===== src/source/coreMemPkg.sv =====
package coreMemPkg;

    typedef logic [5:0]  sqN_t;
    typedef logic [6:0]  tag_t;
    typedef logic [29:0] wordAddr_t;
    typedef logic [31:0] data_t;
    typedef logic [3:0]  mask_t;

    // Address map, word addresses
    localparam int CTRL_REGION_BIT = 29;
    localparam int GPIO_OUT_OFFSET = 0;
    localparam int GPIO_OE_OFFSET  = 1;
    localparam int GPIO_IN_OFFSET  = 2;
    localparam int GPIO_WIDTH      = 16;

    typedef struct packed {
        logic      valid;
        logic      isLoad;
        sqN_t      sqN;
        tag_t      tag;
        wordAddr_t addr;
        data_t     data;
        mask_t     mask;
    } memReq_t;

    typedef struct packed {
        logic taken;
        sqN_t sqN;
    } flush_t;

    typedef struct packed {
        logic  valid;
        tag_t  tag;
        data_t data;
    } loadResult_t;

    // Wishbone master outputs
    typedef struct packed {
        logic      cyc;
        logic      stb;
        logic      we;
        mask_t     sel;
        wordAddr_t adr;
        data_t     dat;
    } wbMaster_t;

    // Wishbone slave outputs
    typedef struct packed {
        logic  ack;
        data_t dat;
    } wbSlave_t;

    // Sequence numbers wrap, so age is the sign of the difference
    function automatic logic isOlder(sqN_t a, sqN_t b);
        sqN_t diff;
        diff = a - b;
        return diff[$bits(sqN_t)-1];
    endfunction

endpackage


===== src/source/busArbiter.sv =====
`timescale 1ns/1ns

module busArbiter (
    input  logic                  clk,
    input  logic                  rst,
    input  coreMemPkg::wbMaster_t loadReq,
    input  coreMemPkg::wbMaster_t storeReq,
    input  coreMemPkg::wbSlave_t  ctrlResp,
    input  coreMemPkg::wbSlave_t  extResp,
    output coreMemPkg::wbSlave_t  loadResp,
    output coreMemPkg::wbSlave_t  storeResp,
    output coreMemPkg::wbMaster_t ctrlReq,
    output coreMemPkg::wbMaster_t extReq
);
    import coreMemPkg::*;

    typedef enum logic [1:0] {
        none,
        load,
        store
    } grant_t;

    grant_t    grant;
    wbMaster_t granted;
    logic      toCtrl;
    logic      slaveAck;
    data_t     slaveDat;

    always_comb begin
        case (grant)
            load:    granted = loadReq;
            store:   granted = storeReq;
            default: granted = '0;
        endcase
    end

    // Address decode on the granted cycle
    assign toCtrl = granted.adr[CTRL_REGION_BIT];

    always_comb begin
        ctrlReq = granted;
        extReq  = granted;
        if (toCtrl) begin
            extReq.cyc = 1'b0;
            extReq.stb = 1'b0;
        end else begin
            ctrlReq.cyc = 1'b0;
            ctrlReq.stb = 1'b0;
        end
    end

    assign slaveAck = granted.cyc && (toCtrl ? ctrlResp.ack : extResp.ack);
    assign slaveDat = toCtrl ? ctrlResp.dat : extResp.dat;

    always_comb begin
        loadResp.ack  = slaveAck && (grant == load);
        loadResp.dat  = slaveDat;
        storeResp.ack = slaveAck && (grant == store);
        storeResp.dat = slaveDat;
    end

    // Load wins a tie; grant sticks until ack
    always_ff @(posedge clk) begin
        if (rst) begin
            grant <= none;
        end else begin
            case (grant)
                none: begin
                    if (loadReq.cyc) begin
                        grant <= load;
                    end else if (storeReq.cyc) begin
                        grant <= store;
                    end
                end
                default: begin
                    if (slaveAck) begin
                        grant <= none;
                    end
                end
            endcase
        end
    end

endmodule


===== src/source/controlRegs.sv =====
`timescale 1ns/1ns

module controlRegs (
    input  logic                              clk,
    input  logic                              rst,
    input  coreMemPkg::wbMaster_t             bus,
    input  logic [coreMemPkg::GPIO_WIDTH-1:0] gpioIn,
    output coreMemPkg::wbSlave_t              resp,
    output logic [coreMemPkg::GPIO_WIDTH-1:0] gpioOut,
    output logic [coreMemPkg::GPIO_WIDTH-1:0] gpioOe
);
    import coreMemPkg::*;

    typedef logic [GPIO_WIDTH-1:0]      gpio_t;
    typedef logic [CTRL_REGION_BIT-1:0] regOffset_t;

    gpio_t      gpioInReg;
    regOffset_t offset;
    logic       access;
    logic       ack;
    data_t      rdData;

    assign offset = bus.adr[CTRL_REGION_BIT-1:0];
    // One access per strobe, the ack cycle is not a second one
    assign access = bus.cyc && bus.stb && !ack;

    always_ff @(posedge clk) begin
        gpioInReg <= gpioIn;
    end

    always_ff @(posedge clk) begin
        if (rst) begin
            ack     <= 1'b0;
            gpioOut <= '0;
            gpioOe  <= '0;
        end else begin
            ack <= access;
            if (access && bus.we) begin
                for (int b = 0; b < GPIO_WIDTH / 8; b++) begin
                    if (bus.sel[b] && offset == regOffset_t'(GPIO_OUT_OFFSET)) begin
                        gpioOut[b*8 +: 8] <= bus.dat[b*8 +: 8];
                    end
                    if (bus.sel[b] && offset == regOffset_t'(GPIO_OE_OFFSET)) begin
                        gpioOe[b*8 +: 8] <= bus.dat[b*8 +: 8];
                    end
                end
            end
        end
    end

    always_ff @(posedge clk) begin
        if (access) begin
            case (offset)
                regOffset_t'(GPIO_OUT_OFFSET): rdData <= data_t'(gpioOut);
                regOffset_t'(GPIO_OE_OFFSET):  rdData <= data_t'(gpioOe);
                regOffset_t'(GPIO_IN_OFFSET):  rdData <= data_t'(gpioInReg);
                default:                       rdData <= '0;
            endcase
        end
    end

    assign resp = '{ack: ack, dat: rdData};

endmodule


===== src/source/coreMemSys.sv =====
`timescale 1ns/1ns

module coreMemSys #(
    parameter int STORE_QUEUE_DEPTH = 8
) (
    input  logic                              clk,
    input  logic                              rst,
    input  coreMemPkg::memReq_t               memReq,
    input  coreMemPkg::sqN_t                  commitSqN,
    input  coreMemPkg::flush_t                flush,
    input  coreMemPkg::wbSlave_t              wbIn,
    input  logic [coreMemPkg::GPIO_WIDTH-1:0] gpioIn,
    output logic                              memReqReady,
    output coreMemPkg::loadResult_t           loadResult,
    output coreMemPkg::wbMaster_t             wbOut,
    output logic [coreMemPkg::GPIO_WIDTH-1:0] gpioOut,
    output logic [coreMemPkg::GPIO_WIDTH-1:0] gpioOe
);
    import coreMemPkg::*;

    logic      sqFull;
    logic      sqPending;
    sqN_t      sqOldest;
    logic      luBusy;
    logic      take;
    memReq_t   storeIn;
    memReq_t   loadIn;
    wbMaster_t storeBus;
    wbMaster_t loadBus;
    wbMaster_t ctrlReq;
    wbSlave_t  storeResp;
    wbSlave_t  loadResp;
    wbSlave_t  ctrlResp;

    assign memReqReady = !sqFull && !luBusy;
    assign take        = memReq.valid && memReqReady;

    // Split by kind
    always_comb begin
        storeIn       = memReq;
        storeIn.valid = take && !memReq.isLoad;
        loadIn        = memReq;
        loadIn.valid  = take && memReq.isLoad;
    end

    storeQueue #(
        .STORE_QUEUE_DEPTH(STORE_QUEUE_DEPTH)
    ) sq (
        .clk(clk),
        .rst(rst),
        .storeIn(storeIn),
        .commitSqN(commitSqN),
        .flush(flush),
        .bus(storeResp),
        .full(sqFull),
        .pendingValid(sqPending),
        .oldestSqN(sqOldest),
        .busReq(storeBus)
    );

    loadUnit lu (
        .clk(clk),
        .rst(rst),
        .loadIn(loadIn),
        .flush(flush),
        .pendingValid(sqPending),
        .oldestSqN(sqOldest),
        .bus(loadResp),
        .busy(luBusy),
        .busReq(loadBus),
        .loadResult(loadResult)
    );

    busArbiter arb (
        .clk(clk),
        .rst(rst),
        .loadReq(loadBus),
        .storeReq(storeBus),
        .ctrlResp(ctrlResp),
        .extResp(wbIn),
        .loadResp(loadResp),
        .storeResp(storeResp),
        .ctrlReq(ctrlReq),
        .extReq(wbOut)
    );

    controlRegs cr (
        .clk(clk),
        .rst(rst),
        .bus(ctrlReq),
        .gpioIn(gpioIn),
        .resp(ctrlResp),
        .gpioOut(gpioOut),
        .gpioOe(gpioOe)
    );

endmodule


===== src/source/loadUnit.sv =====
`timescale 1ns/1ns

module loadUnit (
    input  logic                    clk,
    input  logic                    rst,
    input  coreMemPkg::memReq_t     loadIn,
    input  coreMemPkg::flush_t      flush,
    input  logic                    pendingValid,
    input  coreMemPkg::sqN_t        oldestSqN,
    input  coreMemPkg::wbSlave_t    bus,
    output logic                    busy,
    output coreMemPkg::wbMaster_t   busReq,
    output coreMemPkg::loadResult_t loadResult
);
    import coreMemPkg::*;

    typedef enum logic [1:0] {
        idle,
        waitStores,
        busRead,
        drop
    } loadState_t;

    loadState_t state;
    sqN_t       sqN;
    tag_t       tag;
    wordAddr_t  addr;
    logic       inFlushed;
    logic       heldFlushed;
    logic       storesClear;
    logic       resultValid;
    tag_t       resultTag;
    data_t      resultData;

    assign inFlushed   = flush.taken && isOlder(flush.sqN, loadIn.sqN);
    assign heldFlushed = flush.taken && isOlder(flush.sqN, sqN);
    // Queue is ordered, so checking the oldest store is enough
    assign storesClear = !(pendingValid && isOlder(oldestSqN, sqN));

    always_ff @(posedge clk) begin
        if (rst) begin
            state <= idle;
        end else begin
            case (state)
                idle: begin
                    if (loadIn.valid && !inFlushed) begin
                        state <= waitStores;
                    end
                end
                waitStores: begin
                    if (heldFlushed) begin
                        state <= idle;
                    end else if (storesClear) begin
                        state <= busRead;
                    end
                end
                busRead: begin
                    if (bus.ack) begin
                        state <= idle;
                    end else if (heldFlushed) begin
                        state <= drop;
                    end
                end
                default: begin
                    if (bus.ack) begin
                        state <= idle;
                    end
                end
            endcase
        end
    end

    always_ff @(posedge clk) begin
        if (state == idle && loadIn.valid) begin
            sqN  <= loadIn.sqN;
            tag  <= loadIn.tag;
            addr <= loadIn.addr;
        end
    end

    always_ff @(posedge clk) begin
        if (rst) begin
            resultValid <= 1'b0;
        end else begin
            resultValid <= (state == busRead) && bus.ack && !heldFlushed;
        end
    end

    always_ff @(posedge clk) begin
        if (state == busRead && bus.ack) begin
            resultTag  <= tag;
            resultData <= bus.dat;
        end
    end

    assign busy = (state != idle);

    always_comb begin
        busReq.cyc = (state == busRead) || (state == drop);
        busReq.stb = busReq.cyc;
        busReq.we  = 1'b0;
        busReq.sel = '1;
        busReq.adr = addr;
        busReq.dat = '0;
    end

    assign loadResult = '{valid: resultValid, tag: resultTag, data: resultData};

endmodule


===== src/source/storeQueue.sv =====
`timescale 1ns/1ns

module storeQueue #(
    parameter int STORE_QUEUE_DEPTH = 8
) (
    input  logic                  clk,
    input  logic                  rst,
    input  coreMemPkg::memReq_t   storeIn,
    input  coreMemPkg::sqN_t      commitSqN,
    input  coreMemPkg::flush_t    flush,
    input  coreMemPkg::wbSlave_t  bus,
    output logic                  full,
    output logic                  pendingValid,
    output coreMemPkg::sqN_t      oldestSqN,
    output coreMemPkg::wbMaster_t busReq
);
    import coreMemPkg::*;

    localparam int PTR_W = (STORE_QUEUE_DEPTH > 1) ? $clog2(STORE_QUEUE_DEPTH) : 1;
    localparam int CNT_W = $clog2(STORE_QUEUE_DEPTH + 1);

    typedef logic [PTR_W-1:0] ptr_t;
    typedef logic [CNT_W-1:0] count_t;

    memReq_t entries [STORE_QUEUE_DEPTH];
    memReq_t headEntry;
    ptr_t    head;
    ptr_t    tailIdx;
    count_t  count;
    count_t  keepCount;
    count_t  liveCount;
    logic    writing;
    logic    storeFlushed;
    logic    pushOk;
    logic    popNow;
    logic    startWrite;

    function automatic ptr_t nextPtr(ptr_t p);
        if (int'(p) == STORE_QUEUE_DEPTH - 1) begin
            return '0;
        end
        return p + 1'b1;
    endfunction

    assign headEntry = entries[head];

    // Entries are in sqN order, so the survivors of a flush form a prefix
    always_comb begin
        int slot;
        keepCount = '0;
        for (int k = 0; k < STORE_QUEUE_DEPTH; k++) begin
            slot = (int'(head) + k) % STORE_QUEUE_DEPTH;
            if (count_t'(k) < count && !isOlder(flush.sqN, entries[slot].sqN)) begin
                keepCount = count_t'(k + 1);
            end
        end
        // Never pull the entry that is on the bus
        if (writing && keepCount == '0) begin
            keepCount = count_t'(1);
        end
    end

    assign liveCount    = flush.taken ? keepCount : count;
    assign tailIdx      = ptr_t'((int'(head) + int'(liveCount)) % STORE_QUEUE_DEPTH);
    assign storeFlushed = flush.taken && isOlder(flush.sqN, storeIn.sqN);
    assign pushOk       = storeIn.valid && !storeFlushed;
    assign popNow       = writing && bus.ack;

    // Head goes out once commit has passed it
    assign startWrite = !writing && liveCount != '0 && isOlder(headEntry.sqN, commitSqN);

    always_ff @(posedge clk) begin
        if (rst) begin
            head    <= '0;
            count   <= '0;
            writing <= 1'b0;
        end else begin
            count <= liveCount + count_t'(pushOk) - count_t'(popNow);
            if (popNow) begin
                head    <= nextPtr(head);
                writing <= 1'b0;
            end else if (startWrite) begin
                writing <= 1'b1;
            end
        end
    end

    always_ff @(posedge clk) begin
        if (pushOk) begin
            entries[tailIdx] <= storeIn;
        end
    end

    assign full         = (count == count_t'(STORE_QUEUE_DEPTH));
    assign pendingValid = (count != '0);
    assign oldestSqN    = headEntry.sqN;

    always_comb begin
        busReq.cyc = writing;
        busReq.stb = writing;
        busReq.we  = 1'b1;
        busReq.sel = headEntry.mask;
        busReq.adr = headEntry.addr;
        busReq.dat = headEntry.data;
    end

endmodule


===== config.mk =====
export PLATFORM = sky130hd
export DESIGN_NAME = coreMemSys
export DESIGN_NICKNAME = d
export VERILOG_FILES = /design/src/source/coreMemPkg.sv /design/src/source/busArbiter.sv /design/src/source/controlRegs.sv /design/src/source/coreMemSys.sv /design/src/source/loadUnit.sv /design/src/source/storeQueue.sv
export SDC_FILE = /design/constraint.sdc
export NUM_CORES = 1
export LEC_CHECK = 0
export BUFFER_PORTS_ARGS = -buffer_cell sky130_fd_sc_hd__buf_2
export CAP_MARGIN = 30
export CORE_UTILIZATION = 60
export CTS_BUF_LIST = sky130_fd_sc_hd__clkbuf_16
export DETAILED_ROUTE_END_ITERATION = 10
export GPL_TIMING_DRIVEN = 0
export PLACE_DENSITY = 0.9
export SYNTH_ARGS = -nofsm -noshare
export SYNTH_HDL_FRONTEND = slang
export SYNTH_HIERARCHICAL = 1
export SYNTH_SLANG_ARGS = --single-unit

===== constraint.sdc =====
create_clock -name clk -period 18.4 [get_ports clk]
set_input_delay 5.52 -clock clk [delete_from_list [all_inputs] [get_ports clk]]
set_output_delay 5.52 -clock clk [all_outputs]
set_load 0.03 [all_outputs]

=== Word level (Yosys, flattened, before mapping) ===
Memory sizes are Yosys's and may differ from the RTL's. A register that Yosys moved wholly into a read port is not among the register bits.
Cells that the tools add are included.

* Flip-flop bits (word level): 176
* RAM bits: 648
* Input port bits: 145
* Output and inout port bits: 142
* Word-level logic and storage cells: 167
* Memories kept: 1

{| class="wikitable"
|+ Memory list
! memory !! depth !! width !! rd ports !! clocked after Yosys merged registers in !! write ports !! line !! text
|-
| sq.entries || 8 || 81 || 9 || 2 || 1 || storeQueue.sv:25 || <nowiki>memReq_t entries [STORE_QUEUE_DEPTH];</nowiki>
|}

* Add/sub/neg operators: 23
* Magnitude comparators: 8
* Equality and inequality tests: 13
* Multiplexer cells: 38
* Reduce and logical (&&, ||, !) cells: 66

{| class="wikitable"
|+ Operators by type and width
! operator !! number
|-
| 69-bit one-hot mux with 2 select lines || 1
|-
| 6-bit subtractor || 12
|-
| 16-bit one-hot mux with 3 select lines || 1
|-
| 1-bit logical AND || 34
|-
| 32-bit two-way mux || 1
|-
| 3-bit two-way mux || 10
|-
| 29-bit by 1-bit equality test with 1-bit output (second input constant) || 1
|-
| 29-bit by 2-bit equality test with 1-bit output (second input constant) || 1
|-
| 29-bit logical NOT || 1
|-
| 2-bit two-way mux || 14
|-
| 3-bit by 4-bit < comparator with 1-bit output (first input constant) || 4
|-
| 1-bit logical NOT || 15
|-
| 3-bit adder (second input constant) || 4
|-
| 4-bit two-way mux || 3
|-
| 4-bit nonzero test || 3
|-
| 2-bit AND reduction || 5
|-
| 1-bit by 4-bit < comparator with 1-bit output (first input constant) || 2
|-
| 2-bit by 4-bit < comparator with 1-bit output (first input constant) || 2
|-
| 1-bit two-way mux || 7
|-
| 3-bit by 1-bit adder with 3-bit output (second input constant) || 2
|-
| 3-bit by 2-bit adder with 3-bit output (second input constant) || 2
|-
| 2-bit equality test (second input constant) || 3
|-
| 3-bit by 2-bit != test with 1-bit output (second input constant) || 2
|-
| 2-bit one-hot mux with 3 select lines || 1
|-
| other kinds (14) || 17
|}

=== Longest topological paths before layout ===
An unclocked memory read counts as a cell.

* Word-level depth: 19
* Gate-level depth with buffers: 25
* Mapped depth without buffers: 21

=== Modules after synthesis ===
Netlist, hierarchy kept.

{| class="wikitable"
|+ By module, submodules not included
! module !! times used !! cells each !! area each (sq um)
|-
| storeQueue || 1 || 1231 || 25448.2
|-
| loadUnit || 1 || 203 || 3389.5
|-
| controlRegs || 1 || 267 || 2874.0
|-
| busArbiter || 1 || 323 || 2396.0
|-
| coreMemSys || 1 || 3 || 31.3
|}

=== Least setup slack after synthesis ===
OpenSTA, ideal clock, no wires.

* Kind: input to register
* From: input flush[2] in the netlist's numbering
* To: memory sq/entries[0][0] in the netlist's numbering, enable pin
* Setup time: 0.706 ns
* Arrival: 16.279 ns
* Required time: 17.694 ns
* Slack: 1.415 ns
* Stages on the path: 17
* Buffers on the path: 0
* Cell sequence: ha_1 a21oi_1 nor2_1 a211oi_1 a22oi_1 or3b_1 o32a_1 a211o_1 o221ai_1 ha_1 inv_1 fa_1 xor2_1 and2_1 o311a_1 a211oi_4 nor4b_1

* Cells in the longest elaborated chain, start to end: 16
* Elaborated cells on any way between the ends: 43

{| class="wikitable"
|+ Ends and longest elaborated chain
! what !! line !! text
|-
| start: declaration || coreMemSys.sv:10 || <nowiki>input coreMemPkg::flush_t flush,</nowiki>
|-
| 6-bit subtractor || coreMemPkg.sv:56 || <nowiki>diff = a - b;</nowiki>
|-
| 1-bit logical NOT || storeQueue.sv:53 || <nowiki>if (count_t'(k) < count && !isOlder(flush.sqN, entries[slot].sqN)) begin</nowiki>
|-
| 1-bit logical AND || storeQueue.sv:53 ||
|-
| 1-bit two-way mux || storeQueue.sv:53 ||
|-
| 2-bit two-way mux (2 in a row) || storeQueue.sv:53 ||
|-
| 3-bit two-way mux (4 in a row) || storeQueue.sv:53 ||
|-
| 4-bit two-way mux || storeQueue.sv:53 ||
|-
| 4-bit logical NOT || storeQueue.sv:58 || <nowiki>if (writing && keepCount == '0) begin</nowiki>
|-
| 1-bit logical AND || storeQueue.sv:58 ||
|-
| 4-bit two-way mux || storeQueue.sv:58 ||
|-
| 4-bit two-way mux || storeQueue.sv:63 || <nowiki>assign liveCount = flush.taken ? keepCount : count;</nowiki>
|-
| 3-bit adder || storeQueue.sv:64 || <nowiki>assign tailIdx = ptr_t'((int'(head) + int'(liveCount)) % STORE_QUEUE_DEPTH);</nowiki>
|-
| end: declaration || storeQueue.sv:25 ||
|}

Parallel ways exist; a longest one is shown, timed or not.

=== Worst setup path in the final report ===
* From: input flush[2] in the netlist's numbering
* To: memory sq/entries[0][29] in the netlist's numbering, enable pin

Same word-level chain as after synthesis.

==> impl_metrics.env <==
export IMPL_status="finished, final reports clean"
export IMPL_vias_per_cell=6.56
export IMPL_dieArea_um2=57500
export IMPL_worst_slew_pin_slew_ns=1.06
export IMPL_area_delta_synth_final_pct=17.3
export IMPL_reg2reg_slack_ns=9.64
export IMPL_finalWirelength_um=96900
export IMPL_seq_power_share_pct=46.7
export IMPL_track_usage_pct=32.3
export IMPL_skew_ns=0.0464
export IMPL_p_per_area_nw_per_um2=107
export IMPL_power_leakage_nw=14.3
export IMPL_cp_max_fo=11
export IMPL_dr_first_iter_drc_count=2890
export IMPL_rows=86
export IMPL_min_period_over_period_pct=60.9
export IMPL_fin_crit_ns=11.20
export IMPL_hold_end="lu/resultTag[4]$_DFFE_PP_"
export IMPL_design_area_um2=39800
export IMPL_first_pass_iters=5
export IMPL_syn_area_um2=33900
export IMPL_dpl_hpwl_um=60800
export IMPL_max_freq_mhz=89.3
export IMPL_cap_violations=0
export IMPL_cts_root_buf="clkbuf_16"
export IMPL_clkTransAtPathRegs_ns=0.06
export IMPL_critPathLaunch="flush[2]"
export IMPL_h_tree_depth=3
export IMPL_cts_resized_gates=0
export IMPL_whs_path_depth=0
export IMPL_design_core_area_um2=55400
export IMPL_crit_arrival_ns=11.55
export IMPL_hp_class="reg2reg"
export IMPL_clockPowerShare_pct=36.9
export IMPL_final_util_pct=71.8
export IMPL_n_fill_cell=3183
export IMPL_grt_start_max_net_pins=51
export IMPL_irDropWorstVdd_mv=0.0893
export IMPL_io_buffers=286
export IMPL_gp_congestion=0.896
export IMPL_hold_buffers=0
export IMPL_die_h_um=240
export IMPL_cts_setup_buffers=0
export IMPL_r2r_cells=26
export IMPL_nNetsFinal=2703
export IMPL_ant_nets=0
export IMPL_ys_warn_count=6
export IMPL_syn_avg_cell_area_um2=17.0
export IMPL_finalPower_w=0.00424
export IMPL_p_sw_share_pct=27.7
export IMPL_vias=21700
export IMPL_min_from="lu/tag[4]$_DFFE_PP_"
export IMPL_numCtsBuffers=75
export IMPL_power_switching_w=0.00117
export IMPL_r2r_end="sq/entries[0][29]$_DFFE_PP_"
export IMPL_wire_per_inst_um=29.3
export IMPL_antenna_found_initial=18
export IMPL_p_int_w=0.00307
export IMPL_cp_end_kind="flop"
export IMPL_dp_slack_ns=6.65
export IMPL_gr_total_overflow=0
export IMPL_rsz0062_at_grt="no"
export IMPL_tritoncts="done"
export IMPL_cp_start_kind="primary input"
export IMPL_cts_path_max_buffers=3
export IMPL_grt_pass1_wl_um=135000
export IMPL_die_x_um=240
export IMPL_hold_viol=0
export IMPL_drv_slew=0
export IMPL_slew_headroom_pct=29.6
export IMPL_setup_ws_ns=7.20
export IMPL_synth_cells=1995
export IMPL_criticalPathCategory="in2reg"
export IMPL_clkSinkCount=739
export IMPL_initial_core_util_pct=61.2
export IMPL_drive_gt1_share_pct=37.7
export IMPL_pin_count=287
export IMPL_placed_cell_area_um2=37200
export IMPL_clock_latency_ns=0.64
export IMPL_required_ns=18.75
export IMPL_setup_viol=0
export IMPL_power_frac_comb_pct=16.3
export IMPL_grt_pass1_vias=21600
export IMPL_drc_errors=0
[state kept, by name, summed over array words and instances (netlist names), 2 cells and up, named ones only]
| name | count |
|---|---|
| sq/entries | 576 |
| lu/resultData | 32 |
| lu/addr | 30 |
| cr/gpioInReg | 16 |
| cr/gpioOe | 16 |
| cr/gpioOut | 16 |
| cr/rdData | 16 |
| lu/resultTag | 7 |
| lu/tag | 7 |
| lu/sqN | 6 |
| sq/count | 4 |
| sq/head | 3 |
| arb/grant | 2 |
| lu/state | 2 |
[cells in the final DEF (no fill, tap or decap), types with 10 or more instances in the layout]
cell and instances:
nor2_1 124, mux2_2 72, buf_2 297, buf_4 187, a21o_1 13, edfxtp_1 674
dfxtp_1 65, mux2_4 29, buf_6 22, mux4_2 189, clkinv_1 16, a22oi_1 70
clkbuf_1 53, o21ai_0 15, ha_1 68, nand2_1 24, conb_1 54, diode_2 10
xnor2_1 13, mux2i_1 111, buf_1 24, nand2b_1 52, nor2b_1 15, inv_1 48
a21oi_1 45, clkinv_2 14, clkbuf_16 75
[how the worst max path moves through the flow]
stage / endpoint
after floorplan: sq/entries[0][0]$_DFFE_PP_
after global placement: sq/entries[2][58]$_DFFE_PP_
after detailed placement: sq/entries[2][29]$_DFFE_PP_
after CTS: sq/entries[2][29]$_DFFE_PP_
after global routing: sq/entries[0][29]$_DFFE_PP_
final: sq/entries[0][29]$_DFFE_PP_
[worst max-delay path: stages]
cell      delay (ns)
buf_2           0.27
ha_1            0.30
a21oi_1         0.18
nor2_1          0.07
a211oi_1        0.37
a22oi_1         0.12
or3b_1          0.41
o32a_1          0.40
a211o_1         0.30
o221ai_1        0.13
ha_1            0.22
inv_1           0.06
fa_1            0.40
xor2_1          0.20
and2_1          0.20
o311a_1         0.14
a211oi_4        0.50
nor4b_2         0.80
buf_4           0.34
buf_4           0.22
buf_4           0.22
buf_6           0.18
[through the flow]
step | hold slack (ns) | setup TNS, ns | cells
final | 0.419 | 0 | 3304
after global routing | 0.433 | 0 | 3303
after CTS | 0.421 | 0 | 3289
after detailed placement | 0.411 | 0 | 3154
after global placement | 0.404 | -2186.39 | 3079
after floorplan | 0.400 | 0 | 2045
[routing by layer]
| layer | GRT usage (%) | part of all wire, % | vias up |
|---|---|---|---|
| met1 | 40.0 | 34 | 10700 |
| li1 | - | - | 8696 |
| met4 | 15.9 | 5.3 | 16 |
| met2 | 53.9 | 49 | 1848 |
| met5 | 0 | 0.10 | - |
| met3 | 6.94 | 11 | 368 |
[power by group through the flow]
stage / Combinational (W) / Clock [W] / Sequential (W)
6_report: 0.000694 / 0.00157 / 0.00198
5_1_grt: 0.000730 / 0.00164 / 0.00199
4_1_cts: 0.000674 / 0.00157 / 0.00198
3_5_place_dp: 0.000657 / 0 / 0.00201
3_3_place_gp: 0.000599 / 0 / 0.00203
2_1_floorplan: 0.000417 / 0 / 0.00201
[final cells by class]
class                   instances  area (µm²)  area share [%]
flip-flops and latches        739       21500            54.2
multi-input cells            1033       10900            27.5
repair buffers                366        2170            5.47
clock buffers                  75        1880            4.72
plain buffers                 229        1480            3.71
well taps                     748         936            2.35
clock inverters                60         636            1.60
inverters                      44         165           0.415
diodes                         10        25.0          0.0629
(Power assumes the default switching activity.)
